==> src/logic/board_pkg.sv <==
// Board control shared definitions

package board_pkg;

    // ------------------------------
    // bus and field widths
    // ------------------------------
    localparam int ADDR_W   = 16;           // host address
    localparam int DATA_W   = 32;           // register data
    localparam int NUM_AXES = 4;            // amplifier channels on the board
    localparam int BLK_W    = 4;            // block select, addr[15:12]
    localparam int OFS_W    = 4;            // register offset, addr[3:0]
    localparam int WDOG_W   = 16;           // watchdog period and count
    localparam int TEMP_W   = 16;           // temperature sensor reading
    localparam int BID_W    = 4;            // rotary switch board id

    // only block 0 lives in this design
    localparam logic [BLK_W-1:0] BLK_MAIN = 4'h0;

    // firmware version word, read at REG_VERSION
    localparam logic [DATA_W-1:0] FW_VERSION = 32'h514C_4107;

    // ------------------------------
    // register offsets in block 0
    // ------------------------------
    typedef enum logic [OFS_W-1:0] {
        REG_STATUS  = 4'd0,                 // masked control, packed status
        REG_TIMEOUT = 4'd3,                 // watchdog period in ticks
        REG_VERSION = 4'd4,                 // read only
        REG_TEMPSNS = 4'd5,                 // read only
        REG_DIGIN   = 4'd10                 // read only, packed inputs
    } reg_addr_e;

    // ------------------------------
    // internal register bus opcode
    // ------------------------------
    typedef enum logic [1:0] {
        OP_IDLE  = 2'd0,                    // nothing on the bus
        OP_READ  = 2'd1,
        OP_WRITE = 2'd2
    } bus_op_e;

    // arbiter FSM
    typedef enum logic [1:0] {
        ARB_IDLE = 2'd0,                    // bus empty
        ARB_BUSY = 2'd1,                    // one transaction on the bus
        ARB_HOLD = 2'd2                     // winner on bus, loser parked
    } arb_state_e;

endpackage

==> src/logic/host_arbiter.sv <==
// Two-port host bus arbiter

`timescale 1ns/1ps

module host_arbiter (
    input  logic                            sysclk,
    input  logic                            reset,
    // host port 0, firewire
    input  logic                            fw_req,
    input  board_pkg::bus_op_e              fw_op,
    input  logic [board_pkg::ADDR_W-1:0]    fw_addr,
    input  logic [board_pkg::DATA_W-1:0]    fw_wdata,
    output logic [board_pkg::DATA_W-1:0]    fw_rdata,
    output logic                            fw_done,
    // host port 1, ethernet
    input  logic                            eth_req,
    input  board_pkg::bus_op_e              eth_op,
    input  logic [board_pkg::ADDR_W-1:0]    eth_addr,
    input  logic [board_pkg::DATA_W-1:0]    eth_wdata,
    output logic [board_pkg::DATA_W-1:0]    eth_rdata,
    output logic                            eth_done,
    // shared register bus
    output board_pkg::bus_op_e              bus_op,
    output logic [board_pkg::OFS_W-1:0]     bus_addr,
    output logic [board_pkg::DATA_W-1:0]    bus_wdata,
    input  logic [board_pkg::DATA_W-1:0]    bus_rdata
);
    import board_pkg::*;

    arb_state_e         state;
    logic               own_eth;            // owner of the transaction on the bus
    logic               last_eth;           // last arbitration winner
    logic               win_eth;            // this cycle's grant goes to port 1
    bus_op_e            fw_bop;             // opcodes after the block check
    bus_op_e            eth_bop;
    bus_op_e            hold_op;            // parked loser
    logic [OFS_W-1:0]   hold_addr;
    logic [DATA_W-1:0]  hold_wdata;

    // foreign block still completes, just never touches the registers
    function automatic bus_op_e map_op(input bus_op_e op, input logic [ADDR_W-1:0] addr);
        if (addr[ADDR_W-1 -: BLK_W] == BLK_MAIN)
            return op;
        return OP_IDLE;
    endfunction

    assign fw_bop  = map_op(fw_op, fw_addr);
    assign eth_bop = map_op(eth_op, eth_addr);

    // port not granted last wins a tie
    assign win_eth = eth_req && (!fw_req || !last_eth);

    // ------------------------------
    // FSM and done pulses
    // ------------------------------
    always_ff @(posedge sysclk) begin
        if (!reset) begin
            state    <= ARB_IDLE;
            bus_op   <= OP_IDLE;
            own_eth  <= 1'b0;
            last_eth <= 1'b1;                   // so port 0 wins the first tie
            fw_done  <= 1'b0;
            eth_done <= 1'b0;
        end else begin
            // regs answer one cycle after the bus, done goes with it
            fw_done  <= (state != ARB_IDLE) && !own_eth;
            eth_done <= (state != ARB_IDLE) && own_eth;
            case (state)
                ARB_HOLD: begin
                    bus_op  <= hold_op;         // release the loser
                    own_eth <= !own_eth;
                    state   <= ARB_BUSY;
                end
                default: begin
                    if (fw_req || eth_req) begin
                        bus_op   <= win_eth ? eth_bop : fw_bop;
                        own_eth  <= win_eth;
                        last_eth <= win_eth;
                        state    <= (fw_req && eth_req) ? ARB_HOLD : ARB_BUSY;
                    end else begin
                        bus_op <= OP_IDLE;
                        state  <= ARB_IDLE;
                    end
                end
            endcase
        end
    end

    // bus payload and parked request
    always_ff @(posedge sysclk) begin
        if (state == ARB_HOLD) begin
            bus_addr  <= hold_addr;
            bus_wdata <= hold_wdata;
        end else if (fw_req || eth_req) begin
            bus_addr   <= win_eth ? eth_addr[OFS_W-1:0] : fw_addr[OFS_W-1:0];
            bus_wdata  <= win_eth ? eth_wdata : fw_wdata;
            hold_op    <= win_eth ? fw_bop : eth_bop;   // only used on a tie
            hold_addr  <= win_eth ? fw_addr[OFS_W-1:0] : eth_addr[OFS_W-1:0];
            hold_wdata <= win_eth ? fw_wdata : eth_wdata;
        end
    end

    // read data steered to the owner only
    assign fw_rdata  = fw_done  ? bus_rdata : '0;
    assign eth_rdata = eth_done ? bus_rdata : '0;

endmodule

==> src/logic/board_regs.sv <==
// Board general register file

`timescale 1ns/1ps

module board_regs (
    input  logic                                sysclk,
    input  logic                                reset,
    // register bus
    input  board_pkg::bus_op_e                  bus_op,
    input  logic [board_pkg::OFS_W-1:0]         bus_addr,
    input  logic [board_pkg::DATA_W-1:0]        bus_wdata,
    output logic [board_pkg::DATA_W-1:0]        bus_rdata,
    // board status inputs
    input  logic [board_pkg::NUM_AXES-1:0]      fault,
    input  logic                                relay,          // relay contact state
    input  logic                                mv_good,        // motor voltage good
    input  logic                                v_fault,
    input  logic [board_pkg::BID_W-1:0]         board_id,
    input  logic [board_pkg::TEMP_W-1:0]        temp_sense,
    input  logic [board_pkg::NUM_AXES-1:0]      enc_a,
    input  logic [board_pkg::NUM_AXES-1:0]      enc_b,
    input  logic [board_pkg::NUM_AXES-1:0]      enc_i,
    input  logic [board_pkg::NUM_AXES-1:0]      neg_limit,
    input  logic [board_pkg::NUM_AXES-1:0]      pos_limit,
    input  logic [board_pkg::NUM_AXES-1:0]      home,
    input  logic [board_pkg::NUM_AXES-1:0]      safety_amp_disable,
    // from the guard
    input  logic                                wdog_timeout,
    input  logic                                guard_disable,
    // control outputs
    output logic [board_pkg::NUM_AXES-1:0]      reg_disable,
    output logic                                pwr_enable,
    output logic                                relay_on,
    output logic                                eth1394,        // 0 firewire, 1 eth-1394
    output logic [board_pkg::WDOG_W-1:0]        wdog_period,
    output logic                                host_write
);
    import board_pkg::*;

    logic [DATA_W-1:0] status_word;
    logic [DATA_W-1:0] digin_word;

    // any accepted write kicks the watchdog
    assign host_write = (bus_op == OP_WRITE);

    // ------------------------------
    // read words
    // ------------------------------
    assign status_word = {
        4'(NUM_AXES), board_id,                     // byte 3
        wdog_timeout, eth1394, 1'b0, guard_disable, // byte 2 high nibble
        mv_good, pwr_enable, ~relay, relay_on,
        4'd0, fault,                                // byte 1
        safety_amp_disable, ~reg_disable            // byte 0, 1 means enabled
    };

    assign digin_word = {
        v_fault, 3'd0,
        enc_a, enc_b, enc_i,
        4'd0,                                       // no digital outputs here
        neg_limit, pos_limit, home
    };

    // ------------------------------
    // control registers
    // ------------------------------
    always_ff @(posedge sysclk) begin
        if (!reset) begin
            reg_disable <= '1;                      // everything off at start
            pwr_enable  <= 1'b0;
            relay_on    <= 1'b0;
            eth1394     <= 1'b0;
            wdog_period <= '0;                      // watchdog off
        end else if (bus_op == OP_WRITE) begin
            case (bus_addr)
                REG_STATUS: begin
                    // bits 11:8 qualify the enables in 3:0
                    for (int i = 0; i < NUM_AXES; i++) begin
                        reg_disable[i] <= ~pwr_enable |
                                          (bus_wdata[8+i] ? ~bus_wdata[i] : reg_disable[i]);
                    end
                    if (bus_wdata[17])
                        relay_on <= bus_wdata[16];  // safety relay
                    if (bus_wdata[19])
                        pwr_enable <= bus_wdata[18];
                    if (bus_wdata[23])
                        eth1394 <= bus_wdata[22];   // link mode
                end
                REG_TIMEOUT: wdog_period <= bus_wdata[WDOG_W-1:0];
                default: ;                          // read-only or unmapped
            endcase
        end else begin
            // safety chain and watchdog latch the disables
            if ((safety_amp_disable != '0) || wdog_timeout)
                reg_disable <= reg_disable | safety_amp_disable | {NUM_AXES{wdog_timeout}};
        end
    end

    // ------------------------------
    // registered read mux
    // ------------------------------
    always_ff @(posedge sysclk) begin
        if (bus_op == OP_READ) begin
            case (bus_addr)
                REG_STATUS:  bus_rdata <= status_word;
                REG_TIMEOUT: bus_rdata <= {{(DATA_W-WDOG_W){1'b0}}, wdog_period};
                REG_VERSION: bus_rdata <= FW_VERSION;
                REG_TEMPSNS: bus_rdata <= {{(DATA_W-TEMP_W){1'b0}}, temp_sense};
                REG_DIGIN:   bus_rdata <= digin_word;
                default:     bus_rdata <= '0;       // unknown offset
            endcase
        end else begin
            bus_rdata <= '0;                        // writes and foreign blocks read zero
        end
    end

endmodule

==> src/logic/amp_guard.sv <==
// Amplifier watchdog and settle guard

`timescale 1ns/1ps

module amp_guard #(
    parameter int TICK_DIV        = 256,        // sysclk cycles per tick
    parameter int MV_SETTLE_TICKS = 7680        // hold-off after mv_good
) (
    input  logic                            sysclk,
    input  logic                            reset,
    input  logic                            host_write,     // any register write
    input  logic [board_pkg::WDOG_W-1:0]    wdog_period,    // 0 turns it off
    input  logic                            mv_good,
    output logic                            wdog_timeout,
    output logic                            guard_disable
);
    import board_pkg::*;

    localparam int PRE_W = (TICK_DIV > 1) ? $clog2(TICK_DIV) : 1;
    localparam int SET_W = $clog2(MV_SETTLE_TICKS + 1);

    logic [PRE_W-1:0]   pre_cnt;
    logic               tick;
    logic [WDOG_W-1:0]  wdog_count;
    logic [SET_W-1:0]   settle_cnt;

    // ------------------------------
    // tick prescaler
    // ------------------------------
    assign tick = (pre_cnt == PRE_W'(TICK_DIV - 1));

    always_ff @(posedge sysclk) begin
        if (!reset)
            pre_cnt <= '0;
        else if (tick)
            pre_cnt <= '0;
        else
            pre_cnt <= pre_cnt + 1'b1;
    end

    // ------------------------------
    // host watchdog
    // ------------------------------
    always_ff @(posedge sysclk) begin
        if (!reset) begin
            wdog_count   <= '0;
            wdog_timeout <= 1'b0;
        end else if (host_write) begin
            wdog_count   <= '0;                 // host is alive
            wdog_timeout <= 1'b0;
        end else if (wdog_period != '0) begin
            if (wdog_count >= wdog_period)
                wdog_timeout <= 1'b1;           // stays until next write
            else if (tick)
                wdog_count <= wdog_count + 1'b1;
        end
    end

    // ------------------------------
    // motor voltage settle
    // ------------------------------
    always_ff @(posedge sysclk) begin
        if (!reset) begin
            settle_cnt    <= '0;
            guard_disable <= 1'b1;
        end else if (!mv_good) begin
            settle_cnt    <= '0;                // restart on every dropout
            guard_disable <= 1'b1;
        end else if (settle_cnt < SET_W'(MV_SETTLE_TICKS)) begin
            guard_disable <= 1'b1;
            if (tick)
                settle_cnt <= settle_cnt + 1'b1;
        end else begin
            guard_disable <= 1'b0;              // settled, release amps
        end
    end

endmodule

==> src/logic/board_ctrl_top.sv <==
// Board control top level

`timescale 1ns/1ps

module board_ctrl_top #(
    parameter int TICK_DIV        = 256,
    parameter int MV_SETTLE_TICKS = 7680
) (
    input  logic                                sysclk,
    input  logic                                reset,
    // firewire host port
    input  logic                                fw_req,
    input  board_pkg::bus_op_e                  fw_op,
    input  logic [board_pkg::ADDR_W-1:0]        fw_addr,
    input  logic [board_pkg::DATA_W-1:0]        fw_wdata,
    output logic [board_pkg::DATA_W-1:0]        fw_rdata,
    output logic                                fw_done,
    // ethernet host port
    input  logic                                eth_req,
    input  board_pkg::bus_op_e                  eth_op,
    input  logic [board_pkg::ADDR_W-1:0]        eth_addr,
    input  logic [board_pkg::DATA_W-1:0]        eth_wdata,
    output logic [board_pkg::DATA_W-1:0]        eth_rdata,
    output logic                                eth_done,
    // board signals
    input  logic [board_pkg::NUM_AXES-1:0]      fault,
    input  logic                                relay,
    input  logic                                mv_good,
    input  logic                                v_fault,
    input  logic [board_pkg::BID_W-1:0]         board_id,
    input  logic [board_pkg::TEMP_W-1:0]        temp_sense,
    input  logic [board_pkg::NUM_AXES-1:0]      enc_a,
    input  logic [board_pkg::NUM_AXES-1:0]      enc_b,
    input  logic [board_pkg::NUM_AXES-1:0]      enc_i,
    input  logic [board_pkg::NUM_AXES-1:0]      neg_limit,
    input  logic [board_pkg::NUM_AXES-1:0]      pos_limit,
    input  logic [board_pkg::NUM_AXES-1:0]      home,
    input  logic [board_pkg::NUM_AXES-1:0]      safety_amp_disable,
    // outputs to the board
    output logic [board_pkg::NUM_AXES-1:0]      amp_disable,
    output logic                                pwr_enable,
    output logic                                relay_on,
    output logic                                eth1394
);
    import board_pkg::*;

    bus_op_e            bus_op;
    logic [OFS_W-1:0]   bus_addr;
    logic [DATA_W-1:0]  bus_wdata;
    logic [DATA_W-1:0]  bus_rdata;
    logic [NUM_AXES-1:0] reg_disable;
    logic [WDOG_W-1:0]  wdog_period;
    logic               host_write;
    logic               wdog_timeout;
    logic               guard_disable;      // high until motor voltage settles

    // ------------------------------
    // host ports onto one bus
    // ------------------------------
    host_arbiter u_host_arbiter (
        .sysclk, .reset,
        .fw_req, .fw_op, .fw_addr, .fw_wdata, .fw_rdata, .fw_done,
        .eth_req, .eth_op, .eth_addr, .eth_wdata, .eth_rdata, .eth_done,
        .bus_op, .bus_addr, .bus_wdata, .bus_rdata
    );

    board_regs u_board_regs (
        .sysclk, .reset,
        .bus_op, .bus_addr, .bus_wdata, .bus_rdata,
        .fault, .relay, .mv_good, .v_fault, .board_id, .temp_sense,
        .enc_a, .enc_b, .enc_i, .neg_limit, .pos_limit, .home,
        .safety_amp_disable, .wdog_timeout, .guard_disable,
        .reg_disable, .pwr_enable, .relay_on, .eth1394,
        .wdog_period, .host_write
    );

    amp_guard #(
        .TICK_DIV       (TICK_DIV),
        .MV_SETTLE_TICKS(MV_SETTLE_TICKS)
    ) u_amp_guard (
        .sysclk, .reset,
        .host_write, .wdog_period, .mv_good,
        .wdog_timeout, .guard_disable
    );

    // guard overrides the register mask on every axis
    assign amp_disable = reg_disable | {NUM_AXES{guard_disable}};

endmodule

==> config.mk <==
export PLATFORM = sky130hd
export DESIGN_NAME = board_ctrl_top
export DESIGN_NICKNAME = d
export VERILOG_FILES = /design/src/logic/board_pkg.sv /design/src/logic/host_arbiter.sv /design/src/logic/board_regs.sv /design/src/logic/amp_guard.sv /design/src/logic/board_ctrl_top.sv
export SDC_FILE = /design/constraint.sdc
export NUM_CORES = 1
export LEC_CHECK = 0
export BUFFER_PORTS_ARGS = -buffer_cell sky130_fd_sc_hd__clkbuf_2
export CAP_MARGIN = 10
export CORE_MARGIN = 2
export CORE_UTILIZATION = 52
export DETAILED_ROUTE_END_ITERATION = 10
export GPL_ROUTABILITY_DRIVEN = 0
export PLACE_DENSITY = 0.81
export REMOVE_ABC_BUFFERS = 1
export SLEW_MARGIN = 20
export SYNTH_ARGS = -nofsm -noshare
export SYNTH_HDL_FRONTEND = slang
export SYNTH_SLANG_ARGS = --single-unit
==> constraint.sdc <==
create_clock -name sysclk -period 3.5 [get_ports sysclk]
set_input_delay 0.875 -clock sysclk [delete_from_list [all_inputs] [get_ports sysclk]]
set_output_delay 0.875 -clock sysclk [all_outputs]
set_load 0.005 [all_outputs]
==> impl_metrics.csv, run 1 <==
group,metric,value,unit
run_status,outcome,"completed",
critical_path,critPathLaunchType,"flip-flop",
global_routing,grt_pass1_vias,6038,
global_routing,antenna_found_initial,0,
critical_path,cp_num_buf_inv,1,
cts,clkTransAtPathRegs,0.06,ns
final_layout,fin_nets,1157,
timing,skew,0.00495,ns
min_path,min_from,"u_host_arbiter.own_eth",
cts,clock_latency,0.42,ns
synthesis,netlist_area,7670,um2
critical_path,rr_worst_depth,8,
cts,post_cts_buffers,0,
synthesis,syn_inst,806,
final_layout,area_growth,21.6,%
synthesis,synth_area_per_cell,9.52,um2
critical_path,r2r_slack,0.91,ns
floorplan,die_area,15700,um2
min_path,holdPathEnd,"u_host_arbiter.fw_done",
detailed_routing,vias,6423,
synthesis,yosysSeqAreaShare,0.475,
power_and_ir_drop,vdd_drop_max,358,uV
global_routing,grt_pass1_wl,29100,um
floorplan,core_area,14500,um2
cts,cts_tree,"yes",
critical_path,path_delay_family,"simple AND/OR/NAND/NOR gates",
timing,setup_viol,0,
global_routing,grtUsageTotal,0.231,
timing,min_period,2.59,ns
detailed_routing,first_pass_iters,6,
placed_design,placed_area,8770,um2
cts,cts.sinks,155,
global_routing,globalRoute.busiestLayer,"met2",
synthesis,yosys_warnings,0,
detailed_routing,drt_wl_total,18400,um
timing,worst_pin_slew,1.03,ns
critical_path,path_cells,"inv_1, ha_1, nand2b_4, a2111oi_4, or4b_4, nand4_4, or3_2, a21oi_1",
critical_path,path_max_fanout,27,
global_routing,grt_use_met3,0.0394,
floorplan,start_util,0.530,
synthesis,synth_top_family_by_area,"simple AND/OR/NAND/NOR gates",
timing,slew_headroom,0.316,
detailed_routing,routedWlPerCell,15.7,um
placed_design,portBuffers,193,
synthesis,synth_compound_area_frac,0.125,
final_layout,register_area,3640,um2
cts,cts_buffer_depth,2,
floorplan,dieWidth,125,um
timing,grt_setup_unrepaired,"false",
timing,hold_viol,0,
timing,fin_crit_sh,0.740,
cts,cts_made_buffers,17,
cts,cts_hold_buffers,0,
synthesis,synth.area.mux_share,0.0734,
power_and_ir_drop,power.leakage,0.00378,uW
critical_path,crit_type,"reg -> reg",
final_layout,multi_input_area,3750,um2
cts,htree_num_levels,4,
detailed_routing,drt-initial-drc-count,443,
global_routing,met2_usage,0.391,
critical_path,cpMaxStageDelayCell,"or3_2",
global_routing,grt.overflow.total,0,
floorplan,rows,44,
final_layout,stdcell_area,9330,um2
min_path,timing.hold.worst_path_depth,1,
floorplan,die-height,125,um
critical_path,crit_path_max_incr_delay,0.56,ns
cts,cts_root_buf,"clkbuf_16",
global_routing,grt_max_degree,57,
timing,fmax,386,MHz
placed_design,dp_hpwl,13600,um
floorplan,io_pins,232,
critical_path,regToRegEndpoint,"u_amp_guard.wdog_count[5]",
detailed_routing,drc,0,
critical_path,cp.arrival,2.93,ns
synthesis,synthDistinctLibCells,55,
critical_path,end_kind,"flip-flop",
critical_path,r2r_start,"u_amp_guard.wdog_count[0]",
timing,finalWorstSetupSlack,0.911,ns
min_path,hp-class,"reg -> reg",
placed_design,dpl_worst_slack,0.956,ns
final_layout,layout-drive-gt1-share,0.283,
power_and_ir_drop,p_per_area,437,nW/um2
detailed_routing,ant_nets,0,
synthesis,synthSimpleGateAreaFrac,0.229,
final_layout,antenna_cells,0,
detailed_routing,routed_via_density,5.47,
global_routing,gr-usage-met1,0.282,
critical_path,crit_required,3.84,ns
synthesis,ys_ff_latch,155,
final_layout,nFillCells,1191,
cts,cts.repair.resized,0,
synthesis,synthAdderAreaFrac,0.0342,
synthesis,synth_xor_xnor_area_share,0.0205,
timing,maxSlewViolCount,0,
flow_run,cap_viol_max_count,0,
==> cells by family (layout without fill, tap and decap cells) <==
| kind of cell | count (synthesis) | after routing |
|---|---|---|
| AND/OR/NAND/NOR | 331 | 331 |
| flip-flops | 155 | 155 |
| AO/OA/AOI/OAI | 150 | 150 |
| buffers and inverters | 77 | 260 |
| multiplexers | 53 | 53 |
| adder cells (fa/ha/maj) | 21 | 21 |
| XOR/XNOR | 18 | 18 |
| other | 1 | 2 |
==> state kept, by name, indices dropped and copies added, names as in the netlist <==
name,flops
u_board_regs.bus_rdata,31
u_host_arbiter.bus_wdata,22
u_host_arbiter.hold_wdata,22
u_amp_guard.wdog_count,16
u_board_regs.wdog_period,16
u_amp_guard.settle_cnt,13
u_amp_guard.pre_cnt,8
u_board_regs.reg_disable,4
u_host_arbiter.bus_addr,4
u_host_arbiter.hold_addr,4
u_host_arbiter.bus_op,2
u_host_arbiter.hold_op,2
u_host_arbiter.state,2
u_amp_guard.guard_disable,1
u_amp_guard.wdog_timeout,1
u_board_regs.eth1394,1
u_board_regs.pwr_enable,1
u_board_regs.relay_on,1
u_host_arbiter.eth_done,1
u_host_arbiter.fw_done,1
u_host_arbiter.last_eth,1
u_host_arbiter.own_eth,1
==> through the flow <==
step / cells / TNS, ns / power [uW] / hold WS [ns] / utilization
final: 1174 / 0 / 4070 / 0.451 / 0.644
after CTS: 1174 / 0 / 4090 / 0.450 / 0.644
after detailed placement: 1142 / 0 / 2360 / 0.430 / 0.606
after floorplan: 756 / -95.21 / 2200 / 0.413 / -
after global placement: 1142 / 0 / 2340 / 0.425 / 0.606
after global routing: 1174 / 0 / 4200 / 0.473 / 0.644
==> power by group <==
group          internal (uW)  leakage (uW)  switching [uW]  total [uW]
combinational            151       0.00216             160         311
clock                   1040      0.000261             705        1750
sequential              1960       0.00137            56.2        2010
total                   3150       0.00378             922        4070
==> routing by layer <==
layer	part of all wire	routed length [um]
met1	0.42	7800
met4	0.036	665
met5	0	0
met3	0.054	989
met2	0.49	8960
==> cell usage after synthesis, drive strengths merged <==
| master | count | area share |
|---|---|---|
| nand2 | 106 | 0.052 |
| dfxtp | 101 | 0.26 |
| and2 | 68 | 0.055 |
| edfxtp | 54 | 0.21 |
| o21ai | 51 | 0.033 |
| nor2 | 41 | 0.020 |
| a21oi | 39 | 0.025 |
| clkbuf | 32 | 0.016 |
| mux2i | 27 | 0.035 |
| nand3 | 27 | 0.018 |
| inv | 26 | 0.013 |
| mux2 | 26 | 0.038 |
| ha | 21 | 0.034 |
| and3 | 20 | 0.016 |
| a21boi | 19 | 0.019 |
| buf | 19 | 0.015 |
| a22oi | 13 | 0.013 |
| xor2 | 13 | 0.015 |
| nand4 | 12 | 0.012 |
| a222oi | 11 | 0.014 |
| nor2b | 9 | 0.0077 |
| or3 | 9 | 0.0080 |
| nor3 | 8 | 0.0052 |
| nor4 | 8 | 0.0093 |
| nand2b | 7 | 0.0067 |
| o21a | 6 | 0.0059 |
| or2 | 5 | 0.0041 |
| xnor2 | 5 | 0.0057 |
| and4 | 4 | 0.0047 |
| o221ai | 4 | 0.0046 |
| a31oi | 2 | 0.0016 |
| nand3b | 2 | 0.0020 |
| a2111oi | 1 | 0.0036 |
| a211oi | 1 | 0.00098 |
| a221oi | 1 | 0.0011 |
| and3b | 1 | 0.0011 |
| conb | 1 | 0.00049 |
| nor4b | 1 | 0.0020 |
| nor4bb | 1 | 0.0013 |
| o21ba | 1 | 0.0013 |
| o32a | 1 | 0.0013 |
| or3b | 1 | 0.0011 |
| or4b | 1 | 0.0018 |
==> cell usage in the layout, fill, tap and decap left out, drive strengths merged, types with 4 or more instances in the layout <==
cell / count
or2: 5
dfxtp: 101
a222oi: 11
nand3: 27
nor4: 8
and2: 68
o21a: 6
ha: 21
xnor2: 5
nand2b: 7
nor2b: 9
a21oi: 39
xor2: 13
inv: 27
o21ai: 51
mux2: 26
nand4: 12
clkinv: 4
clkbuf: 214
clkinvlp: 4
mux2i: 27
a22oi: 13
edfxtp: 54
and4: 4
a21boi: 19
o221ai: 4
nand2: 106
buf: 9
nor3: 8
and3: 20
or3: 9
nor2: 41
==> layout make-up <==
class,instances,area share
multi-input cells,575,0.402
clock buffers,21,0.0472
repair buffers,202,0.112
well taps,184,0.0247
flip-flops and latches,155,0.391
inverters,26,0.0105
clock inverters,11,0.0129
==> worst max-delay path by stage <==
stage,startpoint,to,slack (ns),depth (start not counted)
after floorplan,eth_req,u_host_arbiter.bus_op[1],-1.64,5
after global placement,u_board_regs.wdog_period[15],u_amp_guard.wdog_count[6],1.04,8
after detailed placement,u_amp_guard.wdog_count[0],u_amp_guard.wdog_count[5],0.96,8
after CTS,u_host_arbiter.fw_done,fw_rdata[30],0.90,2
after global routing,u_board_regs.wdog_period[15],u_amp_guard.wdog_count[6],0.75,8
final,u_amp_guard.wdog_count[0],u_amp_guard.wdog_count[5],0.91,8
No activity file was read; power rests on OpenSTA's default activity.
==> run 2, diff against run 1 <==
Settings changed: CORE_UTILIZATION 52 to 47, PLACE_DENSITY 0.81 to 0.77.
Clock period 3.5 ns to 2.3 ns, I/O delays scaled along.
==> impl_metrics.csv, run 2 (same netlist as run 1, synthesis figures left out) <==
group,metric,value,unit
floorplan,die-height,132,um
final_layout,stdcell_area,9910,um2
final_layout,largest_register_ffs,31,
power_and_ir_drop,combPwrFrac,0.080,
placed_design,dp_hpwl,14200,um
final_layout,final_cell_mix,"194 x clkbuf_2, 106 x nand2_1, 94 x dfxtp_1, 67 x and2_1, 54 x edfxtp_1",
global_routing,globalRoute.busiestLayer,"met2",
global_routing,grt.overflow.total,0,
timing,setup_viol,0,
power_and_ir_drop,power.leakage,0.00412,uW
global_routing,antenna_found_initial,0,
critical_path,end_kind,"flip-flop",
power_and_ir_drop,vdd_drop_max,500,uV
cts,clkTransAtPathRegs,0.06,ns
detailed_routing,routed_via_density,5.31,
global_routing,grt_max_degree,63,
timing,slew_headroom,0.549,
critical_path,cp_num_buf_inv,2,
power_and_ir_drop,total_power,6350,uW
final_layout,area_growth,29.1,%
global_routing,grt_use_met3,0.0465,
final_layout,antenna_cells,0,
detailed_routing,drt_wl_total,19400,um
critical_path,r2r_start,"u_board_regs.wdog_period[15]",
power_and_ir_drop,p_int,4920,uW
critical_path,path_delay_family,"simple AND/OR/NAND/NOR gates",
final_layout,layout-drive-gt1-share,0.338,
final_layout,layout_commonest_cell,"clkbuf_2",
final_layout,fin_nets,1207,
floorplan,io_pins,232,
critical_path,path_cells,"inv_1, ha_4, nand4_1, nor3_2, or4b_4, buf_6, and4_4, nand3b_1, a21oi_1",
power_and_ir_drop,p_per_area,641,nW/um2
critical_path,crit_type,"reg -> reg",
cts,cts_hold_buffers,0,
detailed_routing,first_pass_iters,8,
power_and_ir_drop,p_sw_frac,0.225,
timing,maxSlewViolCount,0,
critical_path,crit_required,2.60,ns
cts,cts_root_buf,"clkbuf_16",
global_routing,grt_pass1_vias,6289,
floorplan,dieWidth,132,um
timing,worst_pin_slew,0.670,ns
critical_path,r2r_slack,0.05,ns
power_and_ir_drop,p_seq_frac,0.479,
critical_path,crit_path_max_incr_delay,0.56,ns
critical_path,rr_worst_depth,9,
final_layout,final_core_util,0.621,
timing,skew,0.00676,ns
timing,hold_viol,0,
critical_path,cpMaxStageDelayCell,"or4b_4",
critical_path,cp.arrival,2.55,ns
floorplan,core_area,15900,um2
timing,fin_crit_sh,0.977,
placed_design,portBuffers,193,
timing,fmax,445,MHz
detailed_routing,drt-initial-drc-count,510,
floorplan,die_area,17400,um2
cts,cts_buffer_depth,2,
critical_path,path_max_fanout,5,
timing,finalSetupTns,0,ns
global_routing,grt_pass1_wl,31200,um
run_status,outcome,"completed",
global_routing,met2_usage,0.382,
final_layout,top_register,"u_board_regs.bus_rdata",
min_path,holdPathEnd,"u_board_regs.bus_rdata[24]",
global_routing,gr-usage-met1,0.274,
timing,grt_setup_unrepaired,"true",
critical_path,regToRegEndpoint,"u_amp_guard.wdog_count[3]",
detailed_routing,routedWlPerCell,15.4,um
min_path,timing.hold.worst_path_depth,3,
cts,cts_tree,"yes",
cts,htree_num_levels,4,
detailed_routing,ant_nets,0,
placed_design,placed_area,9130,um2
critical_path,critPathLaunchType,"flip-flop",
final_layout,biggestRegsByFlops,"u_board_regs.bus_rdata: 31 flops, u_host_arbiter.bus_wdata: 22 flops, u_host_arbiter.hold_wdata: 22 flops",
floorplan,start_util,0.481,
timing,min_period,2.25,ns
detailed_routing,drc,0,
power_and_ir_drop,p_sw,1430,uW
global_routing,grtUsageTotal,0.224,
cts,cts.sinks,155,
flow_run,cap_viol_max_count,0,
detailed_routing,vias,6673,
min_path,min_from,"enc_a[0]",
floorplan,rows,46,
min_path,hp-class,"in -> reg",
cts,cts_made_buffers,17,
power_and_ir_drop,clockPowerShare,0.440,
cts,clock_latency,0.42,ns
## run 2: worst max-delay path by stage
stage	start	endpoint	slack (ns)	depth (start not counted)
5_1_grt	u_board_regs.wdog_period[15]	u_amp_guard.wdog_count[3]	-0.03	9
2_1_floorplan	eth_req	u_host_arbiter.bus_op[1]	-2.54	5
3_5_place_dp	u_board_regs.wdog_period[12]	u_amp_guard.wdog_count[13]	-0.05	9
4_1_cts	u_board_regs.wdog_period[13]	u_amp_guard.wdog_count[3]	0.02	9
3_3_place_gp	u_amp_guard.wdog_count[0]	u_amp_guard.wdog_count[13]	-0.01	9
6_report	u_board_regs.wdog_period[15]	u_amp_guard.wdog_count[3]	0.05	9
## run 2: final cells by class
cell class | instances | area (um2)
Tap cell | 216 | 270
Timing Repair Buffer | 250 | 1440
Inverter | 26 | 97.6
Sequential cell | 155 | 3650
Fill cell | 1313 | 6030
Clock inverter | 10 | 114
Clock buffer | 22 | 477
Multi-Input combinational cell | 577 | 3860
## run 2: power by group through the flow
stage / clock network, uW / registers (uW) / logic, uW
floorplan: 0 / 3080 / 271
global placement: 0 / 3100 / 493
detailed placement: 0 / 3100 / 508
CTS: 2850 / 3040 / 512
global route: 2970 / 3060 / 569
finish: 2800 / 3050 / 511
## run 2: metal layers
metal,wire length [um],up-vias
met3,1250,35
met2,9420,271
li1,-,3289
met1,8160,3078
met4,537,0
met5,0,-
## run 2: what timing repair did
item	in CTS	in global routing
setup endpoints to repair	9	20
resized for setup	3	29
setup buffers	4	3
endpoints found under the hold margin	0	0
pin swaps	2	10
gates cloned	2	0
## run 2: per-stage QoR
stage | setup WS [ns] | instances | hold WS (ns)
floorplan | -2.54 | 756 | 0.413
global placement | -0.0119 | 1215 | 0.427
detailed placement | -0.0540 | 1215 | 0.430
CTS | 0.0212 | 1253 | 0.363
global route | -0.0324 | 1256 | 0.379
finish | 0.0538 | 1256 | 0.382
## run 2: worst min-delay path: stages
cell	delay, ns
clkbuf_2	0.08
nand2_1	0.05
a21oi_1	0.05
